### src/lpif_flit_pkg.sv
// Flit and lane layout for the two-lane LPIF link
// Flit field widths
// Lane split and PHY word framing positions
// Packed flit union with field and lane views
package lpif_flit_pkg;

  // Flit fields
  localparam int state_width  = 4;
  localparam int protid_width = 2;
  localparam int data_width   = 128;
  localparam int crc_width    = 16;
  localparam int flit_width   = 153;

  // Lane split, lane0 carries the low flit bits
  localparam int lane0_bits = 77;
  localparam int lane1_bits = flit_width - lane0_bits;

  // PHY word, payload at the bottom, framing on top
  localparam int phy_width    = 80;
  localparam int strobe_bit   = lane0_bits;
  localparam int marker_lsb   = strobe_bit + 1;
  localparam int marker_width = 2;

  typedef struct packed {
    logic [state_width-1:0]  state;
    logic [protid_width-1:0] protid;
    logic [data_width-1:0]   data;
    logic                    dvalid;
    logic [crc_width-1:0]    crc;
    logic                    crc_valid;
    logic                    valid;
  } lpif_flit_fields_t;

  typedef struct packed {
    logic [lane1_bits-1:0] lane1;
    logic [lane0_bits-1:0] lane0;
  } lpif_flit_lanes_t;

  // Same 153 bits seen by the user side and by the PHY side
  typedef union packed {
    lpif_flit_fields_t fields;
    lpif_flit_lanes_t  lanes;
  } lpif_flit_u;

endpackage

### src/lpif_cfg_pkg.sv
// Configuration space of the LPIF link
// AXI4-Lite widths and register offsets
// Delay reset values and response codes
package lpif_cfg_pkg;

  localparam int axi_addr_width = 8;
  localparam int axi_data_width = 32;
  localparam int delay_width    = 16;
  localparam int count_width    = 32;

  // Register map
  localparam logic [axi_addr_width-1:0] addr_delay_x   = 8'h00;
  localparam logic [axi_addr_width-1:0] addr_delay_y   = 8'h04;
  localparam logic [axi_addr_width-1:0] addr_delay_z   = 8'h08;
  localparam logic [axi_addr_width-1:0] addr_tx_status = 8'h0C;
  localparam logic [axi_addr_width-1:0] addr_rx_status = 8'h10;

  // Delays after reset
  localparam logic [delay_width-1:0] delay_x_reset = 16'd8;
  localparam logic [delay_width-1:0] delay_y_reset = 16'd4;
  localparam logic [delay_width-1:0] delay_z_reset = 16'd16;

  // AXI response codes
  localparam logic [1:0] resp_okay   = 2'd0;
  localparam logic [1:0] resp_slverr = 2'd2;

endpackage

### src/lpif_cfg_regs.sv
// AXI4-Lite register slave of the LPIF link
// Delay x/y/z registers with byte strobes
// Read back of the tx and rx flit counters
// SLVERR on status writes and unmapped addresses
`timescale 1ns/1ps

module lpif_cfg_regs (
  input  logic                                      clk_wr,
  input  logic                                      reset,
  input  logic [lpif_cfg_pkg::axi_addr_width-1:0]   s_axi_awaddr,
  input  logic                                      s_axi_awvalid,
  output logic                                      s_axi_awready,
  input  logic [lpif_cfg_pkg::axi_data_width-1:0]   s_axi_wdata,
  input  logic [lpif_cfg_pkg::axi_data_width/8-1:0] s_axi_wstrb,
  input  logic                                      s_axi_wvalid,
  output logic                                      s_axi_wready,
  output logic [1:0]                                s_axi_bresp,
  output logic                                      s_axi_bvalid,
  input  logic                                      s_axi_bready,
  input  logic [lpif_cfg_pkg::axi_addr_width-1:0]   s_axi_araddr,
  input  logic                                      s_axi_arvalid,
  output logic                                      s_axi_arready,
  output logic [lpif_cfg_pkg::axi_data_width-1:0]   s_axi_rdata,
  output logic [1:0]                                s_axi_rresp,
  output logic                                      s_axi_rvalid,
  input  logic                                      s_axi_rready,
  input  logic [lpif_cfg_pkg::count_width-1:0]      tx_count,
  input  logic [lpif_cfg_pkg::count_width-1:0]      rx_count,
  output logic [lpif_cfg_pkg::delay_width-1:0]      delay_x,
  output logic [lpif_cfg_pkg::delay_width-1:0]      delay_y,
  output logic [lpif_cfg_pkg::delay_width-1:0]      delay_z
);

  import lpif_cfg_pkg::*;

  logic wr_fire;
  logic rd_fire;

  // Byte lanes of a delay register updated where wstrb is set
  function automatic logic [delay_width-1:0] merge_bytes(
    input logic [delay_width-1:0]      old_val,
    input logic [axi_data_width-1:0]   wdata,
    input logic [axi_data_width/8-1:0] wstrb
  );
    logic [delay_width-1:0] res;
    res = old_val;
    for (int b = 0; b < delay_width / 8; b++) begin
      if (wstrb[b]) begin
        res[b*8 +: 8] = wdata[b*8 +: 8];
      end
    end
    return res;
  endfunction

  ////////////////////////////////////////////////////////////
  // Write channel

  // Address and data accepted together, one response outstanding
  assign wr_fire       = s_axi_awvalid & s_axi_wvalid & ~s_axi_bvalid;
  assign s_axi_awready = wr_fire;
  assign s_axi_wready  = wr_fire;

  always_ff @(posedge clk_wr) begin
    if (reset) begin
      delay_x      <= delay_x_reset;
      delay_y      <= delay_y_reset;
      delay_z      <= delay_z_reset;
      s_axi_bvalid <= 1'b0;
      s_axi_bresp  <= resp_okay;
    end else if (wr_fire) begin
      s_axi_bvalid <= 1'b1;
      s_axi_bresp  <= resp_okay;
      case (s_axi_awaddr)
        addr_delay_x: delay_x <= merge_bytes(delay_x, s_axi_wdata, s_axi_wstrb);
        addr_delay_y: delay_y <= merge_bytes(delay_y, s_axi_wdata, s_axi_wstrb);
        addr_delay_z: delay_z <= merge_bytes(delay_z, s_axi_wdata, s_axi_wstrb);
        // Status is read only, rest unmapped
        default:      s_axi_bresp <= resp_slverr;
      endcase
    end else if (s_axi_bready) begin
      s_axi_bvalid <= 1'b0;
    end
  end

  ////////////////////////////////////////////////////////////
  // Read channel

  // New address only while no read data is pending
  assign rd_fire       = s_axi_arvalid & ~s_axi_rvalid;
  assign s_axi_arready = rd_fire;

  always_ff @(posedge clk_wr) begin
    if (reset) begin
      s_axi_rvalid <= 1'b0;
    end else if (rd_fire) begin
      s_axi_rvalid <= 1'b1;
    end else if (s_axi_rready) begin
      s_axi_rvalid <= 1'b0;
    end
  end

  // Data and response captured with the address
  always_ff @(posedge clk_wr) begin
    if (rd_fire) begin
      s_axi_rresp <= resp_okay;
      case (s_axi_araddr)
        addr_delay_x:   s_axi_rdata <= axi_data_width'(delay_x);
        addr_delay_y:   s_axi_rdata <= axi_data_width'(delay_y);
        addr_delay_z:   s_axi_rdata <= axi_data_width'(delay_z);
        addr_tx_status: s_axi_rdata <= tx_count;
        addr_rx_status: s_axi_rdata <= rx_count;
        default: begin
          s_axi_rdata <= '0;
          s_axi_rresp <= resp_slverr;
        end
      endcase
    end
  end

endmodule

### src/lpif_auto_sync.sv
// Link qualification and framing for the LPIF link
// Online delay counters for tx (delay_y) and rx (delay_x)
// Strobe every delay_z words and a free running 2-bit marker
`timescale 1ns/1ps

module lpif_auto_sync (
  input  logic                                   clk_wr,
  input  logic                                   reset,
  input  logic                                   tx_online,
  input  logic                                   rx_online,
  input  logic [lpif_cfg_pkg::delay_width-1:0]   delay_x,
  input  logic [lpif_cfg_pkg::delay_width-1:0]   delay_y,
  input  logic [lpif_cfg_pkg::delay_width-1:0]   delay_z,
  output logic                                   tx_online_delay,
  output logic                                   rx_online_delay,
  output logic                                   tx_strobe,
  output logic [lpif_flit_pkg::marker_width-1:0] tx_marker
);

  import lpif_cfg_pkg::*;
  import lpif_flit_pkg::*;

  logic [1:0]              online;
  logic [1:0]              online_q;
  logic [delay_width-1:0]  online_delay [2];
  logic [delay_width-1:0]  word_cnt;
  logic [marker_width-1:0] marker;

  ////////////////////////////////////////////////////////////
  // Online qualification

  // Index 0 is the tx side, index 1 the rx side
  assign online          = {rx_online, tx_online};
  assign online_delay[0] = delay_y;
  assign online_delay[1] = delay_x;

  for (genvar i = 0; i < 2; i++) begin : g_online
    logic [delay_width-1:0] cnt;
    logic                   q;

    // Saturates once the delay is reached, any low input restarts
    always_ff @(posedge clk_wr) begin
      if (reset || !online[i]) begin
        cnt <= '0;
        q   <= 1'b0;
      end else if ({1'b0, cnt} + 1'b1 >= {1'b0, online_delay[i]}) begin
        q <= 1'b1;
      end else begin
        cnt <= cnt + 1'b1;
      end
    end

    assign online_q[i] = q;
  end

  assign tx_online_delay = online_q[0];
  assign rx_online_delay = online_q[1];

  ////////////////////////////////////////////////////////////
  // Strobe and marker

  // Word index modulo delay_z; 0 or 1 strobes every word
  always_ff @(posedge clk_wr) begin
    if (reset || !tx_online) begin
      word_cnt <= '0;
      marker   <= '0;
    end else begin
      marker <= marker + 1'b1;
      if ({1'b0, word_cnt} + 1'b1 >= {1'b0, delay_z}) begin
        word_cnt <= '0;
      end else begin
        word_cnt <= word_cnt + 1'b1;
      end
    end
  end

  // Framing bits only while tx_online is up
  assign tx_strobe = tx_online & (word_cnt == '0);
  assign tx_marker = tx_online ? marker : '0;

endmodule

### src/lpif_flit_pack.sv
// User side of the LPIF link
// Downstream flit register into the field view
// Upstream field decode, valids held off until rx is online
// Transmit and receive flit counters
`timescale 1ns/1ps

module lpif_flit_pack (
  input  logic                                   clk_wr,
  input  logic                                   reset,
  input  logic [lpif_flit_pkg::state_width-1:0]  dstrm_state,
  input  logic [lpif_flit_pkg::protid_width-1:0] dstrm_protid,
  input  logic [lpif_flit_pkg::data_width-1:0]   dstrm_data,
  input  logic                                   dstrm_dvalid,
  input  logic [lpif_flit_pkg::crc_width-1:0]    dstrm_crc,
  input  logic                                   dstrm_crc_valid,
  input  logic                                   dstrm_valid,
  output logic [lpif_flit_pkg::state_width-1:0]  ustrm_state,
  output logic [lpif_flit_pkg::protid_width-1:0] ustrm_protid,
  output logic [lpif_flit_pkg::data_width-1:0]   ustrm_data,
  output logic                                   ustrm_dvalid,
  output logic [lpif_flit_pkg::crc_width-1:0]    ustrm_crc,
  output logic                                   ustrm_crc_valid,
  output logic                                   ustrm_valid,
  output lpif_flit_pkg::lpif_flit_u              tx_flit,
  input  lpif_flit_pkg::lpif_flit_u              rx_flit,
  input  logic                                   rx_online_delay,
  output logic [lpif_cfg_pkg::count_width-1:0]   tx_count,
  output logic [lpif_cfg_pkg::count_width-1:0]   rx_count
);

  ////////////////////////////////////////////////////////////
  // Downstream

  // One register stage, CRC carried through untouched
  always_ff @(posedge clk_wr) begin
    if (reset) begin
      tx_flit <= '0;
    end else begin
      tx_flit.fields.state     <= dstrm_state;
      tx_flit.fields.protid    <= dstrm_protid;
      tx_flit.fields.data      <= dstrm_data;
      tx_flit.fields.dvalid    <= dstrm_dvalid;
      tx_flit.fields.crc       <= dstrm_crc;
      tx_flit.fields.crc_valid <= dstrm_crc_valid;
      tx_flit.fields.valid     <= dstrm_valid;
    end
  end

  ////////////////////////////////////////////////////////////
  // Upstream

  assign ustrm_state     = rx_flit.fields.state;
  assign ustrm_protid    = rx_flit.fields.protid;
  assign ustrm_data      = rx_flit.fields.data;
  assign ustrm_crc       = rx_flit.fields.crc;
  // Qualifiers dropped until the rx delay has expired
  assign ustrm_dvalid    = rx_flit.fields.dvalid & rx_online_delay;
  assign ustrm_crc_valid = rx_flit.fields.crc_valid & rx_online_delay;
  assign ustrm_valid     = rx_flit.fields.valid & rx_online_delay;

  // Debug counters, wrap at 32 bits
  always_ff @(posedge clk_wr) begin
    if (reset) begin
      tx_count <= '0;
      rx_count <= '0;
    end else begin
      if (tx_flit.fields.valid) begin
        tx_count <= tx_count + 1'b1;
      end
      if (ustrm_valid) begin
        rx_count <= rx_count + 1'b1;
      end
    end
  end

endmodule

### src/lpif_phy_concat.sv
// PHY side of the LPIF link
// Flit split onto two 80-bit lanes with strobe and marker
// Payload zeroed until tx is online
// Receive lanes registered and reassembled into the flit
`timescale 1ns/1ps

module lpif_phy_concat (
  input  logic                                   clk_wr,
  input  logic                                   reset,
  input  lpif_flit_pkg::lpif_flit_u              tx_flit,
  input  logic                                   tx_online_delay,
  input  logic                                   tx_strobe,
  input  logic [lpif_flit_pkg::marker_width-1:0] tx_marker,
  output logic [lpif_flit_pkg::phy_width-1:0]    tx_phy0,
  output logic [lpif_flit_pkg::phy_width-1:0]    tx_phy1,
  input  logic [lpif_flit_pkg::phy_width-1:0]    rx_phy0,
  input  logic [lpif_flit_pkg::phy_width-1:0]    rx_phy1,
  output lpif_flit_pkg::lpif_flit_u              rx_flit
);

  import lpif_flit_pkg::*;

  logic [lane0_bits-1:0] tx_lane0;
  logic [lane1_bits-1:0] tx_lane1;

  // Lane word, payload low, strobe at 77, marker at 79:78
  function automatic logic [phy_width-1:0] frame_word(
    input logic [lane0_bits-1:0]   payload,
    input logic                    strobe,
    input logic [marker_width-1:0] marker
  );
    logic [phy_width-1:0] word;
    word                             = phy_width'(payload);
    word[strobe_bit]                 = strobe;
    word[marker_lsb +: marker_width] = marker;
    return word;
  endfunction

  ////////////////////////////////////////////////////////////
  // Transmit

  // Payload held at zero while the tx delay runs
  assign tx_lane0 = tx_online_delay ? tx_flit.lanes.lane0 : '0;
  assign tx_lane1 = tx_online_delay ? tx_flit.lanes.lane1 : '0;

  always_ff @(posedge clk_wr) begin
    if (reset) begin
      tx_phy0 <= '0;
      tx_phy1 <= '0;
    end else begin
      tx_phy0 <= frame_word(tx_lane0, tx_strobe, tx_marker);
      // Lane1 is one bit short, bit 76 stays zero
      tx_phy1 <= frame_word(lane0_bits'(tx_lane1), tx_strobe, tx_marker);
    end
  end

  ////////////////////////////////////////////////////////////
  // Receive

  // Framing bits stripped on capture
  always_ff @(posedge clk_wr) begin
    rx_flit.lanes.lane0 <= rx_phy0[lane0_bits-1:0];
    rx_flit.lanes.lane1 <= rx_phy1[lane1_bits-1:0];
  end

endmodule

### src/lpif_link_top.sv
// Top level of the two-lane LPIF link layer
// AXI4-Lite register block, flit packer, auto-sync, PHY concatenator
// Debug status ports carry the flit counters
`timescale 1ns/1ps

module lpif_link_top (
  input  logic                                      clk_wr,
  input  logic                                      reset,
  // AXI4-Lite configuration
  input  logic [lpif_cfg_pkg::axi_addr_width-1:0]   s_axi_awaddr,
  input  logic                                      s_axi_awvalid,
  output logic                                      s_axi_awready,
  input  logic [lpif_cfg_pkg::axi_data_width-1:0]   s_axi_wdata,
  input  logic [lpif_cfg_pkg::axi_data_width/8-1:0] s_axi_wstrb,
  input  logic                                      s_axi_wvalid,
  output logic                                      s_axi_wready,
  output logic [1:0]                                s_axi_bresp,
  output logic                                      s_axi_bvalid,
  input  logic                                      s_axi_bready,
  input  logic [lpif_cfg_pkg::axi_addr_width-1:0]   s_axi_araddr,
  input  logic                                      s_axi_arvalid,
  output logic                                      s_axi_arready,
  output logic [lpif_cfg_pkg::axi_data_width-1:0]   s_axi_rdata,
  output logic [1:0]                                s_axi_rresp,
  output logic                                      s_axi_rvalid,
  input  logic                                      s_axi_rready,
  // Link control
  input  logic                                      tx_online,
  input  logic                                      rx_online,
  // PHY lanes
  output logic [lpif_flit_pkg::phy_width-1:0]       tx_phy0,
  output logic [lpif_flit_pkg::phy_width-1:0]       tx_phy1,
  input  logic [lpif_flit_pkg::phy_width-1:0]       rx_phy0,
  input  logic [lpif_flit_pkg::phy_width-1:0]       rx_phy1,
  // Downstream flit
  input  logic [lpif_flit_pkg::state_width-1:0]     dstrm_state,
  input  logic [lpif_flit_pkg::protid_width-1:0]    dstrm_protid,
  input  logic [lpif_flit_pkg::data_width-1:0]      dstrm_data,
  input  logic                                      dstrm_dvalid,
  input  logic [lpif_flit_pkg::crc_width-1:0]       dstrm_crc,
  input  logic                                      dstrm_crc_valid,
  input  logic                                      dstrm_valid,
  // Upstream flit
  output logic [lpif_flit_pkg::state_width-1:0]     ustrm_state,
  output logic [lpif_flit_pkg::protid_width-1:0]    ustrm_protid,
  output logic [lpif_flit_pkg::data_width-1:0]      ustrm_data,
  output logic                                      ustrm_dvalid,
  output logic [lpif_flit_pkg::crc_width-1:0]       ustrm_crc,
  output logic                                      ustrm_crc_valid,
  output logic                                      ustrm_valid,
  // Debug status
  output logic [lpif_cfg_pkg::count_width-1:0]      tx_downstream_debug_status,
  output logic [lpif_cfg_pkg::count_width-1:0]      rx_upstream_debug_status
);

  import lpif_cfg_pkg::*;
  import lpif_flit_pkg::*;

  ////////////////////////////////////////////////////////////
  // Interconnect

  logic [delay_width-1:0]  delay_x;
  logic [delay_width-1:0]  delay_y;
  logic [delay_width-1:0]  delay_z;
  lpif_flit_u              tx_flit;
  lpif_flit_u              rx_flit;
  logic                    tx_online_delay;
  logic                    rx_online_delay;
  logic                    tx_strobe;
  logic [marker_width-1:0] tx_marker;
  logic [count_width-1:0]  tx_count;
  logic [count_width-1:0]  rx_count;

  // Counters shared by the status registers and the debug ports
  assign tx_downstream_debug_status = tx_count;
  assign rx_upstream_debug_status   = rx_count;

  ////////////////////////////////////////////////////////////
  // Blocks, all port names match the nets above

  lpif_cfg_regs u_cfg_regs (.*);

  lpif_auto_sync u_auto_sync (.*);

  lpif_flit_pack u_flit_pack (.*);

  // Single clock, no crossing between write and read sides
  lpif_phy_concat u_phy_concat (.*);

endmodule

### config.mk
export PLATFORM = sky130hd
export DESIGN_NAME = lpif_link_top
export DESIGN_NICKNAME = d
export VERILOG_FILES = /design/src/lpif_flit_pkg.sv /design/src/lpif_cfg_pkg.sv /design/src/lpif_cfg_regs.sv /design/src/lpif_auto_sync.sv /design/src/lpif_flit_pack.sv /design/src/lpif_phy_concat.sv /design/src/lpif_link_top.sv
export SDC_FILE = /design/constraint.sdc
export NUM_CORES = 1
export LEC_CHECK = 0
export ABC_AREA = 0
export BUFFER_PORTS_ARGS = -buffer_cell sky130_fd_sc_hd__buf_4
export CAP_MARGIN = 20
export CORE_AREA = 3 3 306 308
export CTS_CLUSTER_SIZE = 25
export DETAILED_ROUTE_END_ITERATION = 10
export DIE_AREA = 0 0 309 311
export GPL_ROUTABILITY_DRIVEN = 0
export PLACE_DENSITY = 0.51
export SYNTH_ARGS = -nofsm -noshare
export SYNTH_HDL_FRONTEND = slang
export SYNTH_SLANG_ARGS = --single-unit
### constraint.sdc
create_clock -name clk_wr -period 7 [get_ports clk_wr]
set_input_delay 0.7 -clock clk_wr [delete_from_list [all_inputs] [get_ports clk_wr]]
set_output_delay 0.7 -clock clk_wr [all_outputs]
set_load 0.02 [all_outputs]
==> results.md <==
Outcome:
- The flow ran to the end, and the final reports show no timing, DRC or antenna violations.

Global route:
- Across every metal layer, demand over resource in global routing totals 17.1%.
- The first global-routing pass estimated 117000 microns of wire.
- Entering global routing, the biggest net connects 87 pins.
- Summed over all layers, the global routing overflow is 0.
- met2 is the most crowded layer.
- The number of antenna violations at the first check in global routing is 20.
- For met3 alone, demand over resource in global routing was between 5 and 6%.
- The number of global-route vias before repair came to 15.7k.
- Global routing used a little over a fifth of the available met1 tracks.
- Global routing used 27.7% of the available met2 tracks.

Setup path:
- The critical path goes through ha_1, nand3_2, nor3_1, nand2_1, xnor2_1, ha_1, a21oi_1, o21a_1, a2bb2oi_2, nand2_1, or4_1, a21oi_1.
- Broken down by cell family, the worst path's largest delay share belongs to simple AND/OR/NAND/NOR gates.
- Data arrives at the worst endpoint at 4.58 ns.
- The worst setup path is launched from a flop.
- The reg-to-reg critical path startpoint is u_auto_sync.g_online[1].cnt[0]$_SDFFE_PP0N_.
- The worst reg-to-reg path cell count is 12.
- The slowest stage of the critical path belongs to the cell sky130_fd_sc_hd__or4_1.
- For flop-to-flop paths, the worst setup slack is about 3.0 ns.
- The required time of the critical path is 7.54 ns.
- The startpoint-to-endpoint class of the critical path is reg2reg.
- The endpoint identified for the worst register-to-register timing path is u_auto_sync.g_online[1].cnt[3]$_SDFFE_PP0N_.
- The critical path contains buffers and inverters numbering 0 combined.
- Of all nets on the critical path, the largest fanout is 21.
- The type of element capturing the critical path is a flop.
- The biggest cell delay along the critical path is 0.60 ns.

Worst hold path:
- The min-delay analysis places its worst path in the category in2reg.
- Along the worst hold path, the cell count comes to 1.
- The end of the worst hold path is u_phy_concat.rx_flit[118]$_DFF_P_.
- The startpoint of the most critical hold path is rx_phy1[41].

Routing:
- The routed wire length is 85700 microns.
- The final route contains 16.5k vias.
- Dividing the detail-routed wire length by the instance count gives 21.7 microns.
- The count of unresolved DRC violations after routing is 0.
- The total iterations of the first detailed-routing run is 6.
- The number of design-rule violations left by the first detailed-router iteration is 1036.
- Using the TritonRoute via totals, the vias-per-cell ratio works out to ~4.2.
- Once detail routing completed, the nets flagged for antenna violations numbered 0.

Timing:
- The worst path needs roughly 4.0 ns of the cycle, external delays included.
- Setup repair after global routing left no endpoint under its margin.
- The final count of pins violating max slew is 0.
- The relative slew slack is 26.9%.
- The setup TNS after final layout is 0 ns.
- The highest achievable clock rate is about 0.25 GHz.
- The clock skew after layout is 0.0246 ns.
- The number of failing setup endpoints in the final timing report is 0.
- At the pin with the least slew margin, the transition time is 1.09 ns.
- The share of the cycle needed by the critical path after routing is roughly 58%.
- The number of hold violations in the final report is 0.

Clocking:
- The number of gates resized after CTS was 0.
- The worst-skew pair later-pin latency is 0.63 ns.
- The clock buffer count from CTS is 78.
- Counting along the longest clock path gives a buffer depth of 3.
- After clock tree synthesis, the flow added hold-fix buffers numbering 0.
- CTS placed an instance of sky130_fd_sc_hd__clkbuf_16 at the clock tree root.
- Clock-pin slew was measured on the worst setup and hold paths at approximately 0.060 ns.
- The clock drives 662 sinks.
- The CTS tree is yes.
- The number of setup buffers added after CTS is 0.
- The clock tree synthesis step divided the H-tree into 3 levels.

Yosys:
- The cell accounting for the most synthesized area is sky130_fd_sc_hd__dfxtp_1.
- The dominant cell by count in the synthesized netlist is sky130_fd_sc_hd__dfxtp_1.
- The sequential-to-total area share from yosys stat is roughly three fifths.
- The total number of yosys warnings is 0.
- Counting instances in the post-synthesis netlist gives the leading cell types as sky130_fd_sc_hd__dfxtp_1, sky130_fd_sc_hd__nor2b_1, sky130_fd_sc_hd__and2_1.
- The number of instances in the synthesized netlist is 2080.
- In this run the cell area of the synthesized design comes to 22700 sq um.
- The synthesized design contains 33 enable-type register cells.
- Counting flops and latches in the post-synthesis netlist gives 662.
- For this run, the leading register cell type out of synthesis is sky130_fd_sc_hd__dfxtp_1.
- Yosys attributes the largest share of cell area to sky130_fd_sc_hd__dfxtp_1, sky130_fd_sc_hd__buf_4, sky130_fd_sc_hd__nor2b_1.
- The mean cell area of the mapped netlist is 10.9 sq um.
- In the synthesized netlist the async set-or-reset flop fraction comes to 0%.
- The proportion of netlist area held by the largest area contributor is 55.4%.
- Synthesis instantiated 63 different standard cells from the library.

Power:
- Summed over all nets, the switching power comes to 1940 uW.
- The internal power is around 6600 uW.
- The portion of total power attributed to sequential cells is 46.0%.
- Net switching is 22.6% of the power.
- The leakage power total is 0.0138 uW.
- Power spread over the standard cell area amounts to between 200 and 300 nW/um^2.
- The worst-case vdd ir drop is 0.168 mV.
- The fraction of power consumed by combinational cells is 5.3%.
- The relative contribution of the clock network to total power is 48.6%.

Layout:
- In the final layout, the share of cells above drive strength 1 is 33.4%.
- The filler cells instantiated in the layout total between 9k and 10k.
- The area growth from synthesis to layout is 37.4%.
- At the end of the flow, the number of nets in the layout was 3126.
- The finished cells cover 31200 sq um.

Floorplan:
- The width of the die is ~300 microns.
- The height of the chip is 311 microns.
- The I/O pin count is 792.
- The starting utilization of the core area is 24.9%.
- The area of the core is between 90000 and 100000 sq um.
- The die area is 96100 sq um.
- The total number of placement rows is 111.

Job:
- The number of max-cap violations is 0.

Place:
- The cell area reported after detailed placement is 28600 sq um.
- After legalization and detailed placement, the total HPWL measured 67300 microns.
- Buffers placed on the I/O ports in this run total ~760.
==> cell type report <==
| type | instances | area (sq um) | share of cell area (%) |
|---|---|---|---|
| flip-flops and latches | 662 | 13600 | 43.5 |
| multi-input cells | 1121 | 7440 | 23.8 |
| repair buffers | 775 | 5830 | 18.7 |
| clock buffers | 109 | 2220 | 7.11 |
| well taps | 1186 | 1480 | 4.75 |
| clock inverters | 33 | 425 | 1.36 |
| inverters | 60 | 225 | 0.721 |
| diodes | 5 | 12.5 | 0.0401 |
==> state kept, by name (all words and copies together), names as in the netlist, 2 cells and up <==
signal and count:
u_flit_pack.tx_count 32, u_phy_concat.tx_phy0 77, u_cfg_regs.s_axi_rdata 32, u_phy_concat.rx_flit 153
u_phy_concat.tx_phy1 79, u_auto_sync.word_cnt 16, u_cfg_regs.delay_z 16, u_cfg_regs.delay_y 16
u_flit_pack.rx_count 32, u_cfg_regs.delay_x 16, u_flit_pack.tx_flit 153, u_auto_sync.marker 2
u_auto_sync.g_online.cnt 32
==> cell usage in the layout (no fill, tap or decap), types with 4 or more instances in the layout <==
| cell type | count |
|---|---|
| sky130_fd_sc_hd__buf_4 | 773 |
| sky130_fd_sc_hd__dfxtp_1 | 629 |
| sky130_fd_sc_hd__nor2b_1 | 163 |
| sky130_fd_sc_hd__and2_1 | 161 |
| sky130_fd_sc_hd__nor2_1 | 140 |
| sky130_fd_sc_hd__nand2_1 | 80 |
| sky130_fd_sc_hd__clkbuf_16 | 79 |
| sky130_fd_sc_hd__inv_1 | 60 |
| sky130_fd_sc_hd__ha_1 | 54 |
| sky130_fd_sc_hd__xor2_1 | 52 |
| sky130_fd_sc_hd__nand3_1 | 50 |
| sky130_fd_sc_hd__a21oi_1 | 50 |
| sky130_fd_sc_hd__mux2i_1 | 48 |
| sky130_fd_sc_hd__xnor2_1 | 45 |
| sky130_fd_sc_hd__edfxtp_1 | 33 |
| sky130_fd_sc_hd__nand4_1 | 26 |
| sky130_fd_sc_hd__and3_1 | 22 |
| sky130_fd_sc_hd__o21ai_0 | 22 |
| sky130_fd_sc_hd__or4_1 | 21 |
| sky130_fd_sc_hd__o31ai_1 | 17 |
| sky130_fd_sc_hd__clkbuf_1 | 17 |
| sky130_fd_sc_hd__a222oi_1 | 16 |
| sky130_fd_sc_hd__a22oi_1 | 16 |
| sky130_fd_sc_hd__a22o_1 | 16 |
| sky130_fd_sc_hd__clkinv_2 | 14 |
| sky130_fd_sc_hd__or3_1 | 13 |
| sky130_fd_sc_hd__clkbuf_8 | 13 |
| sky130_fd_sc_hd__nor3_1 | 12 |
| sky130_fd_sc_hd__a21o_1 | 12 |
| sky130_fd_sc_hd__and4_1 | 9 |
| sky130_fd_sc_hd__nand2b_1 | 7 |
| sky130_fd_sc_hd__bufinv_16 | 7 |
| sky130_fd_sc_hd__nor4_1 | 6 |
| sky130_fd_sc_hd__diode_2 | 5 |
| sky130_fd_sc_hd__nor3b_1 | 4 |
| sky130_fd_sc_hd__a31oi_1 | 4 |
==> worst max-delay path by stage <==
stage                                                 from  slack, ns  cells past startpoint                                      endpoint
2_1_floorplan  u_auto_sync.g_online[0].cnt[0]$_SDFFE_PP0N_       3.76                     15   u_auto_sync.g_online[0].cnt[1]$_SDFFE_PP0N_
3_3_place_gp   u_auto_sync.g_online[0].cnt[0]$_SDFFE_PP0N_       2.89                     13   u_auto_sync.g_online[0].cnt[7]$_SDFFE_PP0N_
3_5_place_dp   u_auto_sync.g_online[0].cnt[0]$_SDFFE_PP0N_       2.86                     13   u_auto_sync.g_online[0].cnt[6]$_SDFFE_PP0N_
4_1_cts        u_auto_sync.g_online[0].cnt[0]$_SDFFE_PP0N_       2.83                     13  u_auto_sync.g_online[0].cnt[14]$_SDFFE_PP0N_
5_1_grt        u_auto_sync.g_online[1].cnt[0]$_SDFFE_PP0N_       2.54                     13   u_auto_sync.g_online[1].cnt[3]$_SDFFE_PP0N_
6_report       u_auto_sync.g_online[1].cnt[0]$_SDFFE_PP0N_       2.96                     12   u_auto_sync.g_online[1].cnt[3]$_SDFFE_PP0N_
==> per-layer routing <==
metal	share of wire, %	wire length [microns]
met5	0.032	27
met3	8.5	7320
met1	43	36600
met4	2.5	2150
met2	46	39600
==> stage by stage <==
step                      cells  util [%]  hold slack [ns]  power (uW)  worst slack (ns)
final                      3951      34.2            0.164        8570              2.96
after global routing       3946      34.2            0.123        8860              2.54
after CTS                  3945      34.1           0.0990        8700              2.83
after detailed placement   3803      31.2            0.410        4490              2.86
after global placement     3803      31.2            0.408        4480              2.89
after floorplan            2082         -            0.406        4240              3.76
==> power by group through the flow <==
stage | Combinational [uW] | Sequential (uW) | Clock [uW]
finish | 456 | 3940 | 4170
global route | 483 | 3950 | 4420
CTS | 464 | 3940 | 4290
detailed placement | 461 | 4020 | 0
global placement | 459 | 4020 | 0
floorplan | 209 | 4030 | 0
==> cell families after synthesis <==
logic type               Yosys count  synth area share [%]
adder cells (fa/ha/maj)           54                  2.97
flip-flops                       662                  59.8
AO/OA/AOI/OAI                    177                  5.52
XOR/XNOR                          97                  3.74
buffers and inverters            299                  7.64
other                              1                0.0165
multiplexers                      48                  2.11
AND/OR/NAND/NOR                  742                  18.2
(Power assumes the default switching activity.)
